===== src/rtl/rv_consts.svh =====
// rv64 core constants
`ifndef RV_CONSTS_SVH
`define RV_CONSTS_SVH

// data path width
`define RV_XLEN 64
// first fetch address after reset
`define RV_RESET_PC 64'h0000_0000_0000_1000

// major opcodes
`define RV_OP_OP     7'b0110011
`define RV_OP_IMM    7'b0010011
`define RV_OP_LUI    7'b0110111
`define RV_OP_AUIPC  7'b0010111
`define RV_OP_JAL    7'b1101111
`define RV_OP_JALR   7'b1100111
`define RV_OP_LOAD   7'b0000011
`define RV_OP_STORE  7'b0100011
`define RV_OP_SYSTEM 7'b1110011

// funct3 values
`define RV_F3_ADD 3'b000
`define RV_F3_SLT 3'b010
`define RV_F3_XOR 3'b100
`define RV_F3_OR  3'b110
`define RV_F3_AND 3'b111
`define RV_F3_W   3'b010
`define RV_F3_D   3'b011

// funct7 values, plus the one fixed system word
`define RV_F7_BASE 7'b0000000
`define RV_F7_SUB  7'b0100000
`define RV_EBREAK  32'h0010_0073

`endif

===== src/rtl/rv_pkg.sv =====
// rv64 core types
`include "rv_consts.svh"
`default_nettype none

package rv_pkg;

  // instruction format views
  typedef struct packed {
    logic [6:0] funct7;
    logic [4:0] rs2;
    logic [4:0] rs1;
    logic [2:0] funct3;
    logic [4:0] rd;
    logic [6:0] opcode;
  } r_fmt_s;

  typedef struct packed {
    logic [11:0] imm;
    logic [4:0]  rs1;
    logic [2:0]  funct3;
    logic [4:0]  rd;
    logic [6:0]  opcode;
  } i_fmt_s;

  typedef struct packed {
    logic [6:0] imm_hi;
    logic [4:0] rs2;
    logic [4:0] rs1;
    logic [2:0] funct3;
    logic [4:0] imm_lo;
    logic [6:0] opcode;
  } s_fmt_s;

  // u and j share a layout, the bit order of imm differs
  typedef struct packed {
    logic [19:0] imm;
    logic [4:0]  rd;
    logic [6:0]  opcode;
  } uj_fmt_s;

  // one fetched word, read through five formats
  typedef union packed {
    r_fmt_s  r_fmt;
    i_fmt_s  i_fmt;
    s_fmt_s  s_fmt;
    uj_fmt_s u_fmt;
    uj_fmt_s j_fmt;
  } rv_inst_u;

  typedef enum logic [2:0] {
    ALU_ADD,
    ALU_SUB,
    ALU_AND,
    ALU_OR,
    ALU_XOR,
    ALU_SLT
  } alu_op_e;

  typedef enum logic {
    OP_A_REG,
    OP_A_PC
  } op_a_sel_e;

  typedef enum logic [1:0] {
    WB_ALU,
    WB_PC4,
    WB_LOAD
  } wb_sel_e;

  typedef enum logic [1:0] {
    PC_SEQ,
    PC_JAL,
    PC_JALR
  } pc_sel_e;

  typedef enum logic {
    SIZE_WORD,
    SIZE_DOUBLE
  } mem_size_e;

  // decoded controls for one instruction
  typedef struct packed {
    logic [4:0]          rs1;
    logic [4:0]          rs2;
    logic [4:0]          rd;
    logic [`RV_XLEN-1:0] imm;
    alu_op_e             alu_op;
    op_a_sel_e           op_a_sel;
    logic                use_imm;
    wb_sel_e             wb_sel;
    pc_sel_e             pc_sel;
  } ctrl_s;

  // control to bus master
  typedef struct packed {
    logic                valid;
    logic                we;
    mem_size_e           size;
    logic                load_signed;
    logic [`RV_XLEN-1:0] addr;
    logic [`RV_XLEN-1:0] wdata;
  } bus_req_s;

  // bus master to core, rdata already aligned
  typedef struct packed {
    logic                done;
    logic [`RV_XLEN-1:0] rdata;
  } bus_rsp_s;

  // wishbone master outputs
  typedef struct packed {
    logic                cyc;
    logic                stb;
    logic                we;
    logic [7:0]          sel;
    logic [`RV_XLEN-1:0] adr;
    logic [`RV_XLEN-1:0] dat;
  } wb_m2s_s;

endpackage

`default_nettype wire


===== src/rtl/rv_control.sv =====
// decoder and instruction sequencer
`include "rv_consts.svh"
`default_nettype none

module rv_control import rv_pkg::*; (
  input  wire logic                clk,
  input  wire logic                rst_n,
  input  wire bus_rsp_s            bus_rsp,
  input  wire logic [`RV_XLEN-1:0] alu_result,
  input  wire logic [`RV_XLEN-1:0] rs2_data,
  input  wire logic [`RV_XLEN-1:0] pc,
  output ctrl_s                    ctrl,
  output bus_req_s                 bus_req,
  output logic                     rf_we,
  output logic                     pc_we,
  output logic                     inst_latch,
  output logic                     halt,
  output logic                     illegal
);

  typedef enum logic [1:0] {
    ST_FETCH,
    ST_EXEC,
    ST_MEM,
    ST_STOP
  } state_e;

  state_e    state;
  rv_inst_u  ir;
  logic      legal;
  logic      is_ebreak;
  logic      is_load;
  logic      is_store;
  logic      is_mem;
  logic      exec_done;
  mem_size_e mem_size;
  logic [6:0] opcode;
  logic [2:0] funct3;
  logic [6:0] funct7;

  assign opcode = ir.r_fmt.opcode;
  assign funct3 = ir.r_fmt.funct3;
  assign funct7 = ir.r_fmt.funct7;

  // decode
  always_comb begin
    ctrl          = '0;
    ctrl.rs1      = ir.r_fmt.rs1;
    ctrl.rs2      = ir.r_fmt.rs2;
    ctrl.rd       = ir.r_fmt.rd;
    ctrl.alu_op   = ALU_ADD;
    ctrl.op_a_sel = OP_A_REG;
    ctrl.wb_sel   = WB_ALU;
    ctrl.pc_sel   = PC_SEQ;
    legal         = 1'b1;
    is_ebreak     = 1'b0;
    is_load       = 1'b0;
    is_store      = 1'b0;
    mem_size      = SIZE_WORD;
    case (opcode)
      `RV_OP_OP: begin
        if (funct7 == `RV_F7_SUB && funct3 == `RV_F3_ADD) begin
          ctrl.alu_op = ALU_SUB;
        end else if (funct7 != `RV_F7_BASE) begin
          legal = 1'b0;
        end else begin
          case (funct3)
            `RV_F3_ADD: ctrl.alu_op = ALU_ADD;
            `RV_F3_AND: ctrl.alu_op = ALU_AND;
            `RV_F3_OR:  ctrl.alu_op = ALU_OR;
            `RV_F3_XOR: ctrl.alu_op = ALU_XOR;
            `RV_F3_SLT: ctrl.alu_op = ALU_SLT;
            default:    legal = 1'b0;
          endcase
        end
      end
      `RV_OP_IMM: begin
        // addi only
        ctrl.imm     = {{52{ir.i_fmt.imm[11]}}, ir.i_fmt.imm};
        ctrl.use_imm = 1'b1;
        legal        = (funct3 == `RV_F3_ADD);
      end
      `RV_OP_LUI: begin
        // x0 as operand a, so result is the immediate
        ctrl.rs1     = 5'd0;
        ctrl.imm     = {{32{ir.u_fmt.imm[19]}}, ir.u_fmt.imm, 12'b0};
        ctrl.use_imm = 1'b1;
      end
      `RV_OP_AUIPC: begin
        ctrl.imm      = {{32{ir.u_fmt.imm[19]}}, ir.u_fmt.imm, 12'b0};
        ctrl.use_imm  = 1'b1;
        ctrl.op_a_sel = OP_A_PC;
      end
      `RV_OP_JAL: begin
        // j imm field holds imm[20|10:1|11|19:12]
        ctrl.imm    = {{44{ir.j_fmt.imm[19]}}, ir.j_fmt.imm[7:0], ir.j_fmt.imm[8],
                       ir.j_fmt.imm[18:9], 1'b0};
        ctrl.wb_sel = WB_PC4;
        ctrl.pc_sel = PC_JAL;
      end
      `RV_OP_JALR: begin
        ctrl.imm     = {{52{ir.i_fmt.imm[11]}}, ir.i_fmt.imm};
        ctrl.use_imm = 1'b1;
        ctrl.wb_sel  = WB_PC4;
        ctrl.pc_sel  = PC_JALR;
        legal        = (funct3 == `RV_F3_ADD);
      end
      `RV_OP_LOAD: begin
        ctrl.imm     = {{52{ir.i_fmt.imm[11]}}, ir.i_fmt.imm};
        ctrl.use_imm = 1'b1;
        ctrl.wb_sel  = WB_LOAD;
        is_load      = 1'b1;
        mem_size     = (funct3 == `RV_F3_D) ? SIZE_DOUBLE : SIZE_WORD;
        legal        = (funct3 == `RV_F3_W) || (funct3 == `RV_F3_D);
      end
      `RV_OP_STORE: begin
        ctrl.imm     = {{52{ir.s_fmt.imm_hi[6]}}, ir.s_fmt.imm_hi, ir.s_fmt.imm_lo};
        ctrl.use_imm = 1'b1;
        is_store     = 1'b1;
        mem_size     = (funct3 == `RV_F3_D) ? SIZE_DOUBLE : SIZE_WORD;
        legal        = (funct3 == `RV_F3_W) || (funct3 == `RV_F3_D);
      end
      `RV_OP_SYSTEM: begin
        is_ebreak = (ir == `RV_EBREAK);
        legal     = is_ebreak;
      end
      default: legal = 1'b0;
    endcase
  end

  assign is_mem    = is_load || is_store;
  // alu type ops retire in the exec cycle
  assign exec_done = (state == ST_EXEC) && legal && !is_ebreak && !is_mem;

  assign inst_latch = (state == ST_FETCH) && bus_rsp.done;
  assign rf_we      = exec_done || ((state == ST_MEM) && bus_rsp.done && is_load);
  assign pc_we      = exec_done || ((state == ST_MEM) && bus_rsp.done);

  // bus request per phase
  always_comb begin
    bus_req             = '0;
    bus_req.size        = SIZE_WORD;
    bus_req.addr        = pc;
    bus_req.wdata       = rs2_data;
    if (state == ST_FETCH) begin
      bus_req.valid = 1'b1;
    end else if (state == ST_MEM) begin
      bus_req.valid       = 1'b1;
      bus_req.we          = is_store;
      bus_req.size        = mem_size;
      bus_req.load_signed = is_load && (mem_size == SIZE_WORD);
      bus_req.addr        = alu_result;
    end
  end

  always_ff @(posedge clk or negedge rst_n) begin
    if (!rst_n) begin
      state   <= ST_FETCH;
      halt    <= 1'b0;
      illegal <= 1'b0;
    end else begin
      case (state)
        ST_FETCH: begin
          if (bus_rsp.done) begin
            state <= ST_EXEC;
          end
        end
        ST_EXEC: begin
          if (is_ebreak) begin
            halt  <= 1'b1;
            state <= ST_STOP;
          end else if (!legal) begin
            illegal <= 1'b1;
            state   <= ST_STOP;
          end else if (is_mem) begin
            state <= ST_MEM;
          end else begin
            state <= ST_FETCH;
          end
        end
        ST_MEM: begin
          if (bus_rsp.done) begin
            state <= ST_FETCH;
          end
        end
        // parked until reset
        default: state <= ST_STOP;
      endcase
    end
  end

  // instruction register, low lane of the aligned fetch data
  always_ff @(posedge clk) begin
    if (inst_latch) begin
      ir <= bus_rsp.rdata[31:0];
    end
  end

endmodule

`default_nettype wire


===== config.mk =====
export PLATFORM = sky130hd
export DESIGN_NAME = rv_control
export DESIGN_NICKNAME = d
export VERILOG_FILES = /design/src/rtl/rv_pkg.sv /design/src/rtl/rv_control.sv
export VERILOG_INCLUDE_DIRS = /design/src /design/src/rtl
export SDC_FILE = /design/constraint.sdc
export NUM_CORES = 1
export LEC_CHECK = 0
export BUFFER_PORTS_ARGS = -buffer_cell sky130_fd_sc_hd__clkbuf_2
export CAP_MARGIN = 20
export CORE_AREA = 2 2 186 188
export CTS_BUF_LIST = sky130_fd_sc_hd__clkbuf_4
export DETAILED_ROUTE_END_ITERATION = 8
export DIE_AREA = 0 0 188 190
export PLACE_DENSITY_LB_ADDON = 0.2
export SETUP_SLACK_MARGIN = 0.1
export SYNTH_ARGS = -nofsm -noshare
export SYNTH_HDL_FRONTEND = slang
export SYNTH_SLANG_ARGS = --single-unit

===== constraint.sdc =====
create_clock -name clk -period 4.02 [get_ports clk]
set_clock_uncertainty 0.15 [all_clocks]
set_input_delay 0.804 -clock clk [delete_from_list [all_inputs] [get_ports clk]]
set_output_delay 0.804 -clock clk [all_outputs]
set_load 0.005 [all_outputs]

# After elaboration in Yosys (flattened, before gate mapping)
# Cells that the tools add are included.
[totals]
output_inout_bits = 225
word_cells = 83
inputBits = 259
regBits = 36
[op_classes]
n_bitwise = 3
n_mux = 28
n_reduce_logical = 28
n_eq_ne = 20
[op_table]
columns = ["operator", "n"]
rows = [
  ["64-bit one-hot mux with 4 select lines", 1],
  ["68-bit 2-to-1 mux", 1],
  ["67-bit 2-to-1 mux", 1],
  ["32-bit by 21-bit equality test with 1-bit output (second input constant)", 1],
  ["7-bit by 6-bit equality test with 1-bit output (second input constant)", 4],
  ["7-bit equality test (second input constant)", 3],
  ["7-bit by 5-bit equality test with 1-bit output (second input constant)", 2],
  ["3-bit one-hot mux with 4 select lines", 1],
  ["1-bit 2-to-1 mux", 11],
  ["2-bit 2-to-1 mux", 5],
  ["3-bit equality test (second input constant)", 3],
  ["3-bit 2-to-1 mux", 3],
  ["1-bit logical AND", 8],
  ["2-bit one-hot mux with 2 select lines", 2],
  ["2-bit OR reduction", 4],
  ["7-bit by 2-bit equality test with 1-bit output (second input constant)", 1],
  ["7-bit nonzero test", 1],
  ["3-bit by 2-bit equality test with 1-bit output (second input constant)", 2],
  ["2-bit one-hot mux with 3 select lines", 1],
  ["3-bit OR reduction", 2],
  ["6-bit OR reduction", 1],
  ["5-bit 2-to-1 mux", 1],
  ["1-bit one-hot mux with 5 select lines", 1],
  ["5-bit OR reduction", 1],
  ["10 further kinds", 18],
]

# Logic depth before layout (Yosys ltp)
[depth]
word_depth = 10
depth_mapped = 7
ltp_nobuf = 5

# Least setup slack after synthesis
# No wires, ideal clock.
[synth_timing]
path_kind = "register to output"
startpoint = "register ir[5] (netlist name)"
endpoint = "output port ctrl[41] (netlist name)"
stages_incl_launch_ff = 6
slack_ns = 1.232
n_path_buf = 2
arrival_ns = 1.834
required_time_ns = 3.066
cell_sequence = "edfxtp_1 buf_2 nand4b_1 o21ai_0 and4_1 buf_4"
[synth_rtl]
columns = ["item", "line_no", "rtl"]
rows = [
  ["start, declared", "rv_control.sv:29", "rv_inst_u ir;"],
  ["start signal, assigned", "rv_control.sv:195", "ir <= bus_rsp.rdata[31:0];"],
  ["end, declared", "rv_control.sv:12", "output ctrl_s ctrl,"],
]

# Final worst setup path
[layout_timing]
startpoint = "register ir[9] (netlist name)"
endpoint = "output port rf_we"
[layout_via]
elab_chain_cells = 6
[layout_lines]
columns = ["item", "line_no", "rtl"]
rows = [
  ["32-bit by 21-bit equality test with 1-bit output (no source line) *", "n/a", ""],
  ["1-bit one-hot mux with 5 select lines or 1-bit 2-to-1 mux (tied branches)", "rv_control.sv:60", "case (opcode)"],
  ["1-bit logical AND or 1-bit zero test (tied branches)", "rv_control.sv:133", "assign exec_done = (state == ST_EXEC) && legal && !is_ebreak && !is_mem;"],
  ["1-bit logical AND * (2 in a row)", "rv_control.sv:133", ""],
  ["1-bit logical OR *", "rv_control.sv:136", "assign rf_we = exec_done || ((state == ST_MEM) && bus_rsp.done && is_load);"],
  ["end, declared", "rv_control.sv:14", "output logic rf_we,"],
]
# Mark *: on every way between the ends. The rest lies on a longest branch, timed or not.

==> run summary <==
Placed instance count: 1008
Seq/Total Area, Yosys: 0.306
Gr usage total: 0.102
Met2 GRT Util: 0.201
Final setup violation count: 0
IO Pins: 484
Pwr/cell area: 222 nW/um^2
Power share of the clock group: 0.251
Worst setup SP type: flop
Status: finished, final reports clean
Post-Syn Area: 3470 um^2
Reg power frac: 0.385
GP Congestion: 0.829
Cts hold-fix bufs: 0
NumNets Final: 819
Largest net degree at the start of global routing: 66
Hold Crit Class: in2async
IO Port Bufs: 323
Critical path type: reg2out
DR vias: 3302
CP endpoint kind: primary output
Die height: 190 um
Detailed placement HPWL: 18.0 mm
Fraction of layout cells with a size suffix above 1: 0.734
N_diodes: 0
CTS tree: built
CTS Root Cell: clkbuf_4
Routed WL: 19.8 mm
Number of global-route vias before repair: 3195
CTS HTree Levels: 2
CP most frequent cell: or4_1
Final period utilization: 0.884
First-pass DRT Iterations: 4
Initial antenna violation count: 0
Slew of the pin with the lowest slew margin: 0.630 ns
Fill count: 3895
Starting DRT DRC Count: 102
Clk slew on worst S/H paths: 0.13 ns
Sw Pwr: 311 uW
First-pass GRT wire length: 26.1 mm
Layout Utilization: 0.145
Met3 usage: 0.0371
Fin crit period: 3.55 ns
WP data required: 3.07 ns
Comb pwr share: 0.364
Syn-to-layout area delta: 42.3%
Top FF cell, synth: edfxtp_1
Crit path max fanout: 3
Slew headroom: 0.574
Critical Path Max Stage Delay: 0.57 ns
Vias per inst: 3.25
Crit path max-delay cell type: or4_1
Post-synth ARST share: 0.111
Final hold violation count: 0
Worst r2r src: ir[9]
CP Data Arrival Time: 2.60 ns
Bufs on Longest Clock Path: 2
#FFs+latches synth: 36
Switch share: 0.284
Routed len/inst: 19.5 um
Fin cells: 1016
Leak: 2.49 nW
Sum Neg Setup Slack: 0 ns
RSZ-0062 raised after global routing: no
Remaining Overflow, GRT: 0
Synth unique cells: 52
Total CTS buffers: 5
Crit-path cells: or4_1 > or4_1 > o31a_1 > nand2_2 > o32ai_1 > clkbuf_2
Sequential cell area: 1060 um^2
Postcts setup bufs: 0
Core area: 33900 um^2
Multi-input gate area: 1540 um^2
Internal power: 784 uW
Reg2Reg Depth: 4
Sink Count: 36
Row cnt: 68
# Max-Cap Violations: 0
DRC violations left: 0
Die area: 35700 um^2
Peak VDD IR: 0.108 mV
Post-synthesis cell count: 345
Fin. max-slew vios: 0
Initial core utilization: 0.102
Number of synthesized flops with an enable pin: 32
Synth warn: 0
DRT antenna net count: 0
Clock Latency Late Sink: 0.36 ns
Met1 Use GR: 0.104
Net count after synthesis: 604
Critical Path Start: ir[9]
Fmax achieved: 281 MHz
GRT Max-Usage Layer: met2
Mapped Avg Cell Area: 10.1 um^2
Die X: 188 um
Post-CTS Resized: 0
power by group through the flow:
stage / logic, mW / registers (mW) / clock network (mW)
after floorplan: 0.252 / 0.424 / 0
after global placement: 0.404 / 0.431 / 0
after detailed placement: 0.404 / 0.430 / 0
after CTS: 0.406 / 0.422 / 0.289
after global routing: 0.432 / 0.423 / 0.300
final: 0.399 / 0.421 / 0.275
state kept, by name, indices dropped and copies added (netlist names):
signal,cells
halt,1
illegal,1
ir,32
state,2
routing by layer:
metal / vias to the layer above / wire [um]
met2: 234 / 11000
met5: - / 0
met3: 8 / 1960
met1: 1498 / 6800
met4: 0 / 112
li1: 1562 / -
critical path, delay by kind of cell (launching register included):
family / cells / cell delay, ns
simple gates: 3 / 1.16
flops: 1 / 0.46
compound gates: 2 / 0.46
buf+inv: 1 / 0.17
stage by stage:
stage          setup slack [ns]  cell area, um^2  total power, mW  hold WS, ns
3_3_place_gp              0.863             4860            0.835        0.317
4_1_cts                   0.409             4940             1.12       0.0614
5_1_grt                   0.345             4940             1.15       0.0669
3_5_place_dp              0.838             4860            0.834        0.317
2_1_floorplan              1.23             3470            0.677        0.313
6_report                  0.466             4940             1.10       0.0920
Yosys cell counts, drive strengths merged, types with 3 or more instances:
cell | n | area [um^2]
nand2 | 12 | 47.6
nor3 | 5 | 25.0
clkbuf | 3 | 12.5
dfrtp | 4 | 100
nor4b | 3 | 26.3
inv | 4 | 15.0
a31o | 3 | 26.3
a22o | 4 | 36.3
buf | 118 | 858
o21ai | 3 | 15.0
and2 | 8 | 50.1
a21o | 21 | 158
mux2 | 64 | 721
and3 | 6 | 38.8
nor4 | 4 | 31.3
edfxtp | 32 | 961
nand3 | 5 | 25.0
nor2 | 8 | 30.0
a21oi | 5 | 32.5
nor2b | 6 | 37.5
cells in the final DEF (no fill, tap or decap), drive strengths merged, types with 2 or more instances in the layout:
cell	n
edfxtp	32
nand3b	2
mux2	64
o32ai	2
nor3	5
a21o	21
dfrtp	4
and3b	2
and2	8
inv	4
buf	6
nor2b	6
a31o	3
nand2	12
a22o	4
nor4b	3
nand3	5
clkbuf	329
nand4b	2
a21oi	5
o21ai	3
nor2	8
and3	6
nor4	4
or4	2
area by class of cell:
cell class                 count  area share
sequential                    36       0.215
clock buffer                   6     0.00912
multi-input combinational    184       0.311
clock inverter                 2     0.00710
timing repair buffer         329       0.339
tap                          455       0.115
inverter                       4     0.00304
cells by family (layout without fill, tap and decap cells):
kind of cell / Yosys count / in the layout / synth area share
muxes: 64 / 64 / 0.208
AOI/OAI and AO/OA: 47 / 47 / 0.104
xor gates and xnor gates: 1 / 1 / 0.00252
DFF: 36 / 36 / 0.306
and+or+nand+nor: 72 / 72 / 0.124
buffers and inverters: 125 / 341 / 0.255
path summary, 6_finish.rpt:
path                            end  slack, ns
min in group clk               halt       0.34
max                           rf_we       0.47
max reg2reg                 illegal       1.68
min                            halt       0.09
max in group asynchronous  state[0]       3.50
min reg2reg                    halt       0.34
(Power assumes the default switching activity.)
