[src/rtl/rv_consts.svh]
// rv64 core constants
`ifndef RV_CONSTS_SVH
`define RV_CONSTS_SVH

// data path width
`define RV_XLEN 64
// first fetch address after reset
`define RV_RESET_PC 64'h0000_0000_0000_1000

// major opcodes
`define RV_OP_OP     7'b0110011
`define RV_OP_IMM    7'b0010011
`define RV_OP_LUI    7'b0110111
`define RV_OP_AUIPC  7'b0010111
`define RV_OP_JAL    7'b1101111
`define RV_OP_JALR   7'b1100111
`define RV_OP_LOAD   7'b0000011
`define RV_OP_STORE  7'b0100011
`define RV_OP_SYSTEM 7'b1110011

// funct3 values
`define RV_F3_ADD 3'b000
`define RV_F3_SLT 3'b010
`define RV_F3_XOR 3'b100
`define RV_F3_OR  3'b110
`define RV_F3_AND 3'b111
`define RV_F3_W   3'b010
`define RV_F3_D   3'b011

// funct7 values, plus the one fixed system word
`define RV_F7_BASE 7'b0000000
`define RV_F7_SUB  7'b0100000
`define RV_EBREAK  32'h0010_0073

`endif
[src/rtl/rv_pkg.sv]
// rv64 core types
`include "rv_consts.svh"
`default_nettype none

package rv_pkg;

  // instruction format views
  typedef struct packed {
    logic [6:0] funct7;
    logic [4:0] rs2;
    logic [4:0] rs1;
    logic [2:0] funct3;
    logic [4:0] rd;
    logic [6:0] opcode;
  } r_fmt_s;

  typedef struct packed {
    logic [11:0] imm;
    logic [4:0]  rs1;
    logic [2:0]  funct3;
    logic [4:0]  rd;
    logic [6:0]  opcode;
  } i_fmt_s;

  typedef struct packed {
    logic [6:0] imm_hi;
    logic [4:0] rs2;
    logic [4:0] rs1;
    logic [2:0] funct3;
    logic [4:0] imm_lo;
    logic [6:0] opcode;
  } s_fmt_s;

  // u and j share a layout, the bit order of imm differs
  typedef struct packed {
    logic [19:0] imm;
    logic [4:0]  rd;
    logic [6:0]  opcode;
  } uj_fmt_s;

  // one fetched word, read through five formats
  typedef union packed {
    r_fmt_s  r_fmt;
    i_fmt_s  i_fmt;
    s_fmt_s  s_fmt;
    uj_fmt_s u_fmt;
    uj_fmt_s j_fmt;
  } rv_inst_u;

  typedef enum logic [2:0] {
    ALU_ADD,
    ALU_SUB,
    ALU_AND,
    ALU_OR,
    ALU_XOR,
    ALU_SLT
  } alu_op_e;

  typedef enum logic {
    OP_A_REG,
    OP_A_PC
  } op_a_sel_e;

  typedef enum logic [1:0] {
    WB_ALU,
    WB_PC4,
    WB_LOAD
  } wb_sel_e;

  typedef enum logic [1:0] {
    PC_SEQ,
    PC_JAL,
    PC_JALR
  } pc_sel_e;

  typedef enum logic {
    SIZE_WORD,
    SIZE_DOUBLE
  } mem_size_e;

  // decoded controls for one instruction
  typedef struct packed {
    logic [4:0]          rs1;
    logic [4:0]          rs2;
    logic [4:0]          rd;
    logic [`RV_XLEN-1:0] imm;
    alu_op_e             alu_op;
    op_a_sel_e           op_a_sel;
    logic                use_imm;
    wb_sel_e             wb_sel;
    pc_sel_e             pc_sel;
  } ctrl_s;

  // control to bus master
  typedef struct packed {
    logic                valid;
    logic                we;
    mem_size_e           size;
    logic                load_signed;
    logic [`RV_XLEN-1:0] addr;
    logic [`RV_XLEN-1:0] wdata;
  } bus_req_s;

  // bus master to core, rdata already aligned
  typedef struct packed {
    logic                done;
    logic [`RV_XLEN-1:0] rdata;
  } bus_rsp_s;

  // wishbone master outputs
  typedef struct packed {
    logic                cyc;
    logic                stb;
    logic                we;
    logic [7:0]          sel;
    logic [`RV_XLEN-1:0] adr;
    logic [`RV_XLEN-1:0] dat;
  } wb_m2s_s;

endpackage

`default_nettype wire

[src/rtl/rv_wb_master.sv]
// wishbone classic bus master
`include "rv_consts.svh"
`default_nettype none

module rv_wb_master import rv_pkg::*; (
  input  wire logic                clk,
  input  wire logic                rst_n,
  input  wire bus_req_s            bus_req,
  output bus_rsp_s                 bus_rsp,
  output wb_m2s_s                  wb_m2s,
  input  wire logic [`RV_XLEN-1:0] wb_dat_i,
  input  wire logic                wb_ack_i
);

  logic                cyc_q;
  logic                we_q;
  logic [7:0]          sel_q;
  logic [`RV_XLEN-1:0] adr_q;
  logic [`RV_XLEN-1:0] dat_q;
  mem_size_e           size_q;
  logic                signed_q;
  logic                start;
  logic [7:0]          sel_d;
  logic [`RV_XLEN-1:0] dat_d;
  logic [31:0]         word;

  // new cycle only from idle
  assign start = !cyc_q && bus_req.valid;

  // byte lanes, word half picked by addr bit 2
  always_comb begin
    if (bus_req.size == SIZE_DOUBLE) begin
      sel_d = 8'hff;
      dat_d = bus_req.wdata;
    end else if (bus_req.addr[2]) begin
      sel_d = 8'hf0;
      dat_d = {bus_req.wdata[31:0], 32'b0};
    end else begin
      sel_d = 8'h0f;
      dat_d = {32'b0, bus_req.wdata[31:0]};
    end
  end

  // cyc/stb: rise on start, drop after ack
  always_ff @(posedge clk or negedge rst_n) begin
    if (!rst_n) begin
      cyc_q <= 1'b0;
    end else if (cyc_q && wb_ack_i) begin
      cyc_q <= 1'b0;
    end else if (start) begin
      cyc_q <= 1'b1;
    end
  end

  // transfer payload, held until ack
  always_ff @(posedge clk) begin
    if (start) begin
      we_q     <= bus_req.we;
      sel_q    <= sel_d;
      adr_q    <= bus_req.addr;
      dat_q    <= dat_d;
      size_q   <= bus_req.size;
      signed_q <= bus_req.load_signed;
    end
  end

  always_comb begin
    wb_m2s.cyc = cyc_q;
    wb_m2s.stb = cyc_q;
    wb_m2s.we  = we_q;
    wb_m2s.sel = sel_q;
    wb_m2s.adr = adr_q;
    wb_m2s.dat = dat_q;
  end

  // read data lane for word access
  assign word = adr_q[2] ? wb_dat_i[63:32] : wb_dat_i[31:0];

  // response valid in the ack cycle only
  always_comb begin
    bus_rsp.done = cyc_q && wb_ack_i;
    if (size_q == SIZE_DOUBLE) begin
      bus_rsp.rdata = wb_dat_i;
    end else if (signed_q) begin
      bus_rsp.rdata = {{32{word[31]}}, word};
    end else begin
      bus_rsp.rdata = {32'b0, word};
    end
  end

endmodule

`default_nettype wire

[config.mk]
export PLATFORM = sky130hd
export DESIGN_NAME = rv_wb_master
export DESIGN_NICKNAME = d
export VERILOG_FILES = /design/src/rtl/rv_pkg.sv /design/src/rtl/rv_wb_master.sv
export VERILOG_INCLUDE_DIRS = /design/src /design/src/rtl
export SDC_FILE = /design/constraint.sdc
export NUM_CORES = 1
export LEC_CHECK = 0
export BUFFER_PORTS_ARGS = -buffer_cell sky130_fd_sc_hd__buf_2
export CAP_MARGIN = 25
export CORE_AREA = 2 2 155 157
export DETAILED_ROUTE_END_ITERATION = 7
export DIE_AREA = 0 0 157 159
export GPL_TIMING_DRIVEN = 0
export SETUP_SLACK_MARGIN = 0.15
export SYNTH_ARGS = -nofsm -noshare
export SYNTH_HDL_FRONTEND = slang
export SYNTH_SLANG_ARGS = --single-unit
[constraint.sdc]
create_clock -name clk -period 9.6 [get_ports clk]
set_input_delay 0.48 -clock clk [delete_from_list [all_inputs] [get_ports clk]]
set_output_delay 0.48 -clock clk [all_outputs]
set_load 0.01 [all_outputs]
# Word level (Yosys, flattened, before mapping)
# Index checks and enable logic that the tools add are counted.
[op_classes]
mux = 8
n_reduce_logical = 4
[op_table]
columns = ["cell", "count"]
rows = [
  ["2-to-1 mux 64 bit", 4],
  ["2-to-1 mux 32 bit", 1],
  ["2-to-1 mux 8 bit", 1],
  ["logical AND 1 bit", 2],
  ["2-to-1 mux 1 bit", 2],
  ["nonzero test 2 bit", 1],
  ["logical NOT 1 bit", 1],
]
[totals]
register_bits = 140
elab_cells = 19

# Logic depth before layout (Yosys ltp)
# Gate-level depths: netlist (run 1).
[depth]
depth_word = 4
ltp_mapped = 6
ltp_nobuf = 3

# Worst setup path before layout (run 1)
# No wires, ideal clock.
[synth_timing]
path_type = "register to register"
start = "reg cyc_q"
end = "reg adr_q[0], enable pin"
setup_time_ns = 0.642
t_arrival_ns = 6.282
t_required_ns = 8.958
setup_slack_ns = 2.676
path_stages_with_launch = 2
n_path_buf = 0
path_cell_list = "dfrtp_1 > nor2b_1"
[synth_between]
elab_chain_cells = 2
[synth_lines]
columns = ["item", "line", "text"]
rows = [
  ["start, declared", "rv_wb_master.sv:15", "logic cyc_q;"],
  ["start signal, assigned", "rv_wb_master.sv:47", "cyc_q <= 1'b0;"],
  ["start signal, assigned", "rv_wb_master.sv:49", "cyc_q <= 1'b0;"],
  ["start signal, assigned", "rv_wb_master.sv:51", "cyc_q <= 1'b1;"],
  ["logical NOT 1 bit", "rv_wb_master.sv:28", "assign start = !cyc_q && bus_req.valid;"],
  ["logical AND 1 bit", "rv_wb_master.sv:28", ""],
  ["net start", "rv_wb_master.sv:22", "logic start;"],
  ["end signal, assigned", "rv_wb_master.sv:60", "adr_q <= bus_req.addr;"],
  ["end, declared", "rv_wb_master.sv:18", "logic [`RV_XLEN-1:0] adr_q;"],
]
# The timed path passes the listed nets, and every way through them passes these cells.
# A chain may end at the register's enable or synchronous reset.

==> flow_summary.ini, run 1 <==
[yosys]
synthTopCellsByArea = edfxtp_1 (72%), mux2_4 (7.9%), a22o_1 (4.9%)
ys_dominant_reg_cell = edfxtp_1
synth_common_cells = edfxtp_1 (133), and2_1 (33), nand2_1 (33)
synth_edf_count = 133
syn-num-nets = 541
synth_cells = 342
async_flop_share_pct = 0.746
synth.largest_area_cell = edfxtp_1
synth_area_mm2 = 0.00554
synth.yosys.seq_area_share_pct = 72.5
post-synth-top-count-cell = edfxtp_1
synth-seq-cells = 134
yosys_warnings = 0
synth_top_area_share_pct = 72.1
synth_cell_types = 23
syn_avg_cell_area_um2 = 16.2

[worst_setup_path]
cp_top_family = flip-flops
crit_chain = mux2i_1 > buf_2 > o21ai_1 > buf_2
critPathMaxStageDelay_ns = 0.54
required_ns = 9.12
cp_common_cell = buf_2
critPathLaunchType = flop
path_buf_inv = 2
critPathCaptureType = output pin
worstPathMaxFanout = 10
cp.arrival_ns = 1.96
cpMaxStageDelayCell = edfxtp_1
critPathKind = reg2out

[clock_tree]
cts_tree = done
postCtsSetupRepairBufs = 0
htree_levels = 4
clockRootBuffer = clkbuf_16
clk_pin_slew_ns = 0.08
cts.repair.resized = 0
cts_buffers = 17
cts.sinks = 134
cts_buffer_depth = 2
clk_latency_ns = 0.42
cts_hold_buf = 1

[placed_design]
place_ws_ns = 7.30
place.gp.congestion = 0.786
dpl-instance-area_mm2 = 0.00802
port_buffers = 402
dpl.hpwl_um = 15700

[power]
peakVddDrop_uv = 107
p_leak_nw = 3.95
power_density_mw_per_mm2 = 188

[global_routing]
first_global_vias = 4643
grt_pass1_wl_um = 27000
antenna_found_initial = 7
grt_overflow = 0
grt_usage_pct = 14.8
grt_max_degree = 37

[route]
drt_first_pass_iters = 5
wl_per_cell_um = 17.7
routed_wl_um = 19500
final_antenna_net_count = 0
num_vias = 4555
dr.first_iter.drc_count = 228
vias_per_cell = 4.13
route.detailed.drc = 0

[timing]
hold_violations = 0
slew_viol_final = 0
setup_ws_ns = 7.16
skew_ns = 0.0207
slew_headroom_pct = 34.4
grt_setup_unrepaired = no
worst_slew_pin_slew_ns = 0.981
fmax_mhz = 410
min_period_ns = 2.44
finalCritPeriodShare_pct = 25.4
setup_viol = 0

[run]
maxCapViolations = 0

[die]
die-area_mm2 = 0.0250
io_pins = 403
initial_core_util_pct = 23.9
std_cell_rows = 56
die_height_um = 159
core_area_mm2 = 0.0232
die_w_um = 157

[layout]
drive_gt1_share_pct = 63.3
fin_util_pct = 37.2
area_delta_synth_final_pct = 55.8
design_area_mm2 = 0.00864
nets = 966

[outcome]
status = complete, no violations

[worst_hold_path]
min_path_type = in2reg
==> routing by layer <==
layer / up-vias / GRT usage [%] / wire length, um
met5: - / 0 / 41
met4: 6 / 5.59 / 352
met3: 29 / 5.09 / 1730
met2: 250 / 28.0 / 10400
met1: 2142 / 14.7 / 6930
li1: 2128 / - / -
==> report_power, final <==
group | switching [mW] | internal (mW) | total [mW]
Combinational | 0.134 | 0.114 | 0.248
Sequential | 0.0106 | 0.695 | 0.705
Clock | 0.294 | 0.373 | 0.667
Total | 0.438 | 1.18 | 1.62
==> state kept, by name (all words and copies together), names as in the netlist <==
signal / cells
dat_q: 64
signed_q: 1
size_q: 1
cyc_q: 1
adr_q: 64
sel_q: 2
we_q: 1
==> cells in the final DEF (no fill, tap or decap) <==
cell type / instances
a21oi_1: 1
mux2_1: 2
clkbuf_16: 17
nand2b_4: 1
diode_2: 3
dfrtp_1: 1
nand2_1: 33
inv_6: 4
buf_4: 9
buf_2: 413
nor2_1: 2
inv_1: 2
and2_1: 33
clkbuf_1: 7
o32ai_1: 1
inv_2: 1
or2_1: 1
buf_12: 3
bufinv_16: 1
a22o_1: 31
buf_6: 5
nor2b_1: 1
buf_1: 2
edfxtp_1: 133
clkinv_4: 1
mux2_4: 29
mux2i_1: 2
nand2b_1: 1
inv_8: 6
clkinv_8: 1
o21ai_1: 32
nor2b_4: 1
dlygate4sd3_1: 1
clkinvlp_4: 2
==> worst paths after layout <==
check / start / end / slack, ns / depth (start not counted)
worst max-delay path: adr_q[2] / bus_rsp[62] / 7.16 / 4
worst min-delay path: bus_req[74] / adr_q[10] / 0.23 / 1
worst max register to register: cyc_q / dat_q[29] / 7.44 / 3
worst min register to register: cyc_q / cyc_q / 0.64 / 2
max in group asynchronous: rst_n / cyc_q / 9.16 / 2
min in group asynchronous: rst_n / cyc_q / 0.35 / 2
==> cells by family (layout without fill, tap and decap cells) <==
| family | Yosys count | after routing | synth area share [%] |
|---|---|---|---|
| compound gates | 65 | 65 | 8.04 |
| buf+inv | 37 | 475 | 4.04 |
| other cells | 0 | 3 | 0 |
| flops | 134 | 134 | 72.5 |
| mux | 33 | 33 | 8.62 |
| simple gates | 73 | 73 | 6.79 |
==> worst register-to-register path, cell delays in order (launching register included) <==
cell	delay, ns
dfrtp_1	0.45
nor2b_4	0.79
buf_12	0.32
buf_12	0.27
==> per-stage QoR <==
stage                     std cells  total power, mW  setup TNS, ns  hold WS [ns]
after floorplan                 342            0.843              0         0.184
after global placement         1063            0.974          -5.48         0.257
after detailed placement       1066            0.969              0         0.260
after CTS                      1099             1.64              0         0.209
after global routing           1101             1.68              0         0.204
final                          1102             1.62              0         0.227
==> cell type report <==
class / count / area, um^2
Clock buffer: 17 / 425
Sequential cell: 134 / 4020
Timing Repair Buffer: 406 / 2080
Fill cell: 2300 / 14600
Inverter: 3 / 11.3
Antenna cell: 3 / 7.51
Clock inverter: 15 / 173
Tap cell: 319 / 399
Buffer: 34 / 213
Multi-Input combinational cell: 171 / 1310
Power figures use the tool's default switching activity.
==> run 2, diff against run 1 <==
==> constraint.sdc (replaced) <==
create_clock -name clk -period 2.35 [get_ports clk]
set_input_delay 0.1175 -clock clk [delete_from_list [all_inputs] [get_ports clk]]
set_output_delay 0.1175 -clock clk [all_outputs]
set_load 0.01 [all_outputs]
==> run 2 against run 1 <==
Net effect: non-clock buffer count rose by 123; design area rose by 14%; combinational power rose to 4.8 times the previous value; via count rose by 12%; count of clock-buffer cells in the layout did not move; clock power rose to 4.1 times the previous value; hold slack got worse by 0.21 ns; global-route usage rose by 0.88 points; clock skew rose by 0.0055 ns; sequential power rose to 4.1 times the previous value; critical path type unchanged; largest power group unchanged.
==> flow_summary.ini, run 2 (synthesized netlist as in run 1, its figures left out) <==
[outcome]
status = complete, no violations

[placed_design]
place.gp.congestion = 0.743
dp.cells = 1067
dpl-instance-area_mm2 = 0.00804
dpl.hpwl_um = 15000
port_buffers = 402

[worst_setup_path]
r2r_end = dat_q[23]
critPathLaunchType = flop
worstPathMaxFanout = 10
critPathCaptureType = output pin
cp.arrival_ns = 1.86
rr_worst_depth = 3
cp_common_cell = buf_2
critPathKind = reg2out
critPathMaxStageDelay_ns = 0.54
required_ns = 2.23
cpMaxStageDelayCell = edfxtp_1
path_buf_inv = 2
cp_top_family = flip-flops
crit_chain = mux2i_1 > buf_2 > o21ai_1 > buf_2
r2r_slack_ns = 0.68
r2r_start = cyc_q

[layout]
design_area_mm2 = 0.00988
multi_input_area_mm2 = 0.00131
area_delta_synth_final_pct = 78.2
fin_cells = 1223
reg_top3 = adr_q (64), dat_q (64), sel_q (2)
nets = 1089
final_common_cell = buf_2
final_cell_mix = buf_2 (413), edfxtp_1 (133), dlygate4sd3_1 (123), nand2_1 (33), and2_1 (33)
register_area_mm2 = 0.00402
drive_gt1_share_pct = 54.8
num-fill-cells = 2163

[global_routing]
grt.busiest_layer = met2
grt_max_degree = 36
grtUsageMet2_pct = 30.2
antenna_found_initial = 2
grt_overflow = 0
first_global_vias = 5418
use_met1_pct = 15.3
use_met3_pct = 4.93
grt_pass1_wl_um = 29400
grt_usage_pct = 15.7

[power]
p_leak_nw = 4.47
power_density_mw_per_mm2 = 688
p_seq_share_pct = 42.5
switching_share_pct = 26.8
p_switching_mw = 1.82
p_clk_share_pct = 40.0
peakVddDrop_uv = 411
p_total_mw = 6.79
intPower_mw = 4.97
power.share.combinational_pct = 17.5

[clock_tree]
clk_latency_ns = 0.42
cts_tree = done
cts_buffer_depth = 2
htree_levels = 4
cts.repair.resized = 0
postCtsSetupRepairBufs = 0
cts_hold_buf = 122
clockRootBuffer = clkbuf_16
cts.sinks = 134
clk_pin_slew_ns = 0.07
cts_buffers = 17

[die]
initial_core_util_pct = 23.9
die-area_mm2 = 0.0250
die_height_um = 159
die_w_um = 157
io_pins = 403
std_cell_rows = 56
core_area_mm2 = 0.0232

[route]
dr.first_iter.drc_count = 215
num_vias = 5083
drt_first_pass_iters = 7
routed_wl_um = 20400
vias_per_cell = 4.16
wl_per_cell_um = 16.7
route.detailed.drc = 0
final_antenna_net_count = 0

[timing]
setup_viol = 0
min_period_ns = 1.98
worst_slew_pin_slew_ns = 0.736
final.setup.tns_ns = 0
slew_viol_final = 0
fmax_mhz = 505
hold_violations = 0
finalCritPeriodShare_pct = 84.3
grt_setup_unrepaired = no
slew_headroom_pct = 50.9
skew_ns = 0.0262

[worst_hold_path]
hp-start = bus_req[49]
hold_depth = 2
hold-path-endpoint = dat_q[49]
min_path_type = in2reg

[run]
maxCapViolations = 0
[run 2: per-stage QoR]
| step | hold WS, ns | utilization [%] | setup slack, ns |
|---|---|---|---|
| final | 0.0203 | 42.6 | 0.369 |
| after global routing | 0.00989 | 42.6 | 0.257 |
| after CTS | 0.00280 | 42.5 | 0.303 |
| after detailed placement | -0.101 | 34.7 | 0.712 |
| after global placement | -0.102 | 34.3 | -1.32 |
| after floorplan | -0.178 | - | -0.488 |
[run 2: worst max-delay path by stage]
stage | slack, ns | start | endpoint | cells after the start
6_report | 0.37 | adr_q[2] | bus_rsp[35] | 4
5_1_grt | 0.26 | adr_q[2] | bus_rsp[35] | 4
4_1_cts | 0.30 | adr_q[2] | bus_rsp[31] | 5
3_5_place_dp | 0.71 | cyc_q | dat_q[24] | 3
3_3_place_gp | -1.32 | cyc_q | dat_q[56] | 1
2_1_floorplan | -0.49 | cyc_q | adr_q[0] | 1
[run 2: worst reg2reg max path: cells and delay by family, from the launching register on]
kind | cells | cell delay (ns)
and+or+nand+nor | 1 | 0.34
DFF | 1 | 0.45
buffers and inverters | 2 | 0.53
[run 2: cell type report]
| type | instances | share of cell area (%) |
|---|---|---|
| sequential | 134 | 40.7 |
| timing repair buffer | 529 | 33.6 |
| multi-input combinational | 171 | 13.2 |
| clock buffer | 17 | 4.31 |
| tap | 319 | 4.04 |
| buffer | 34 | 2.15 |
| clock inverter | 15 | 1.79 |
| inverter | 3 | 0.114 |
| antenna | 1 | 0.0253 |
[run 2: per-layer routing]
layer  routed length [um]  share of wire (%)
met1                 7150                 35
met2                11200                 55
met3                 1660                8.2
met4                  380                1.9
met5                    0                  0
[run 2: power groups by stage]
stage	clock (mW)	combinational, mW	sequential, mW
floorplan	0	0.387	3.03
global placement	0	0.982	2.95
detailed placement	0	1.02	2.93
CTS	2.80	1.19	2.88
global route	2.87	1.28	2.90
finish	2.72	1.19	2.88
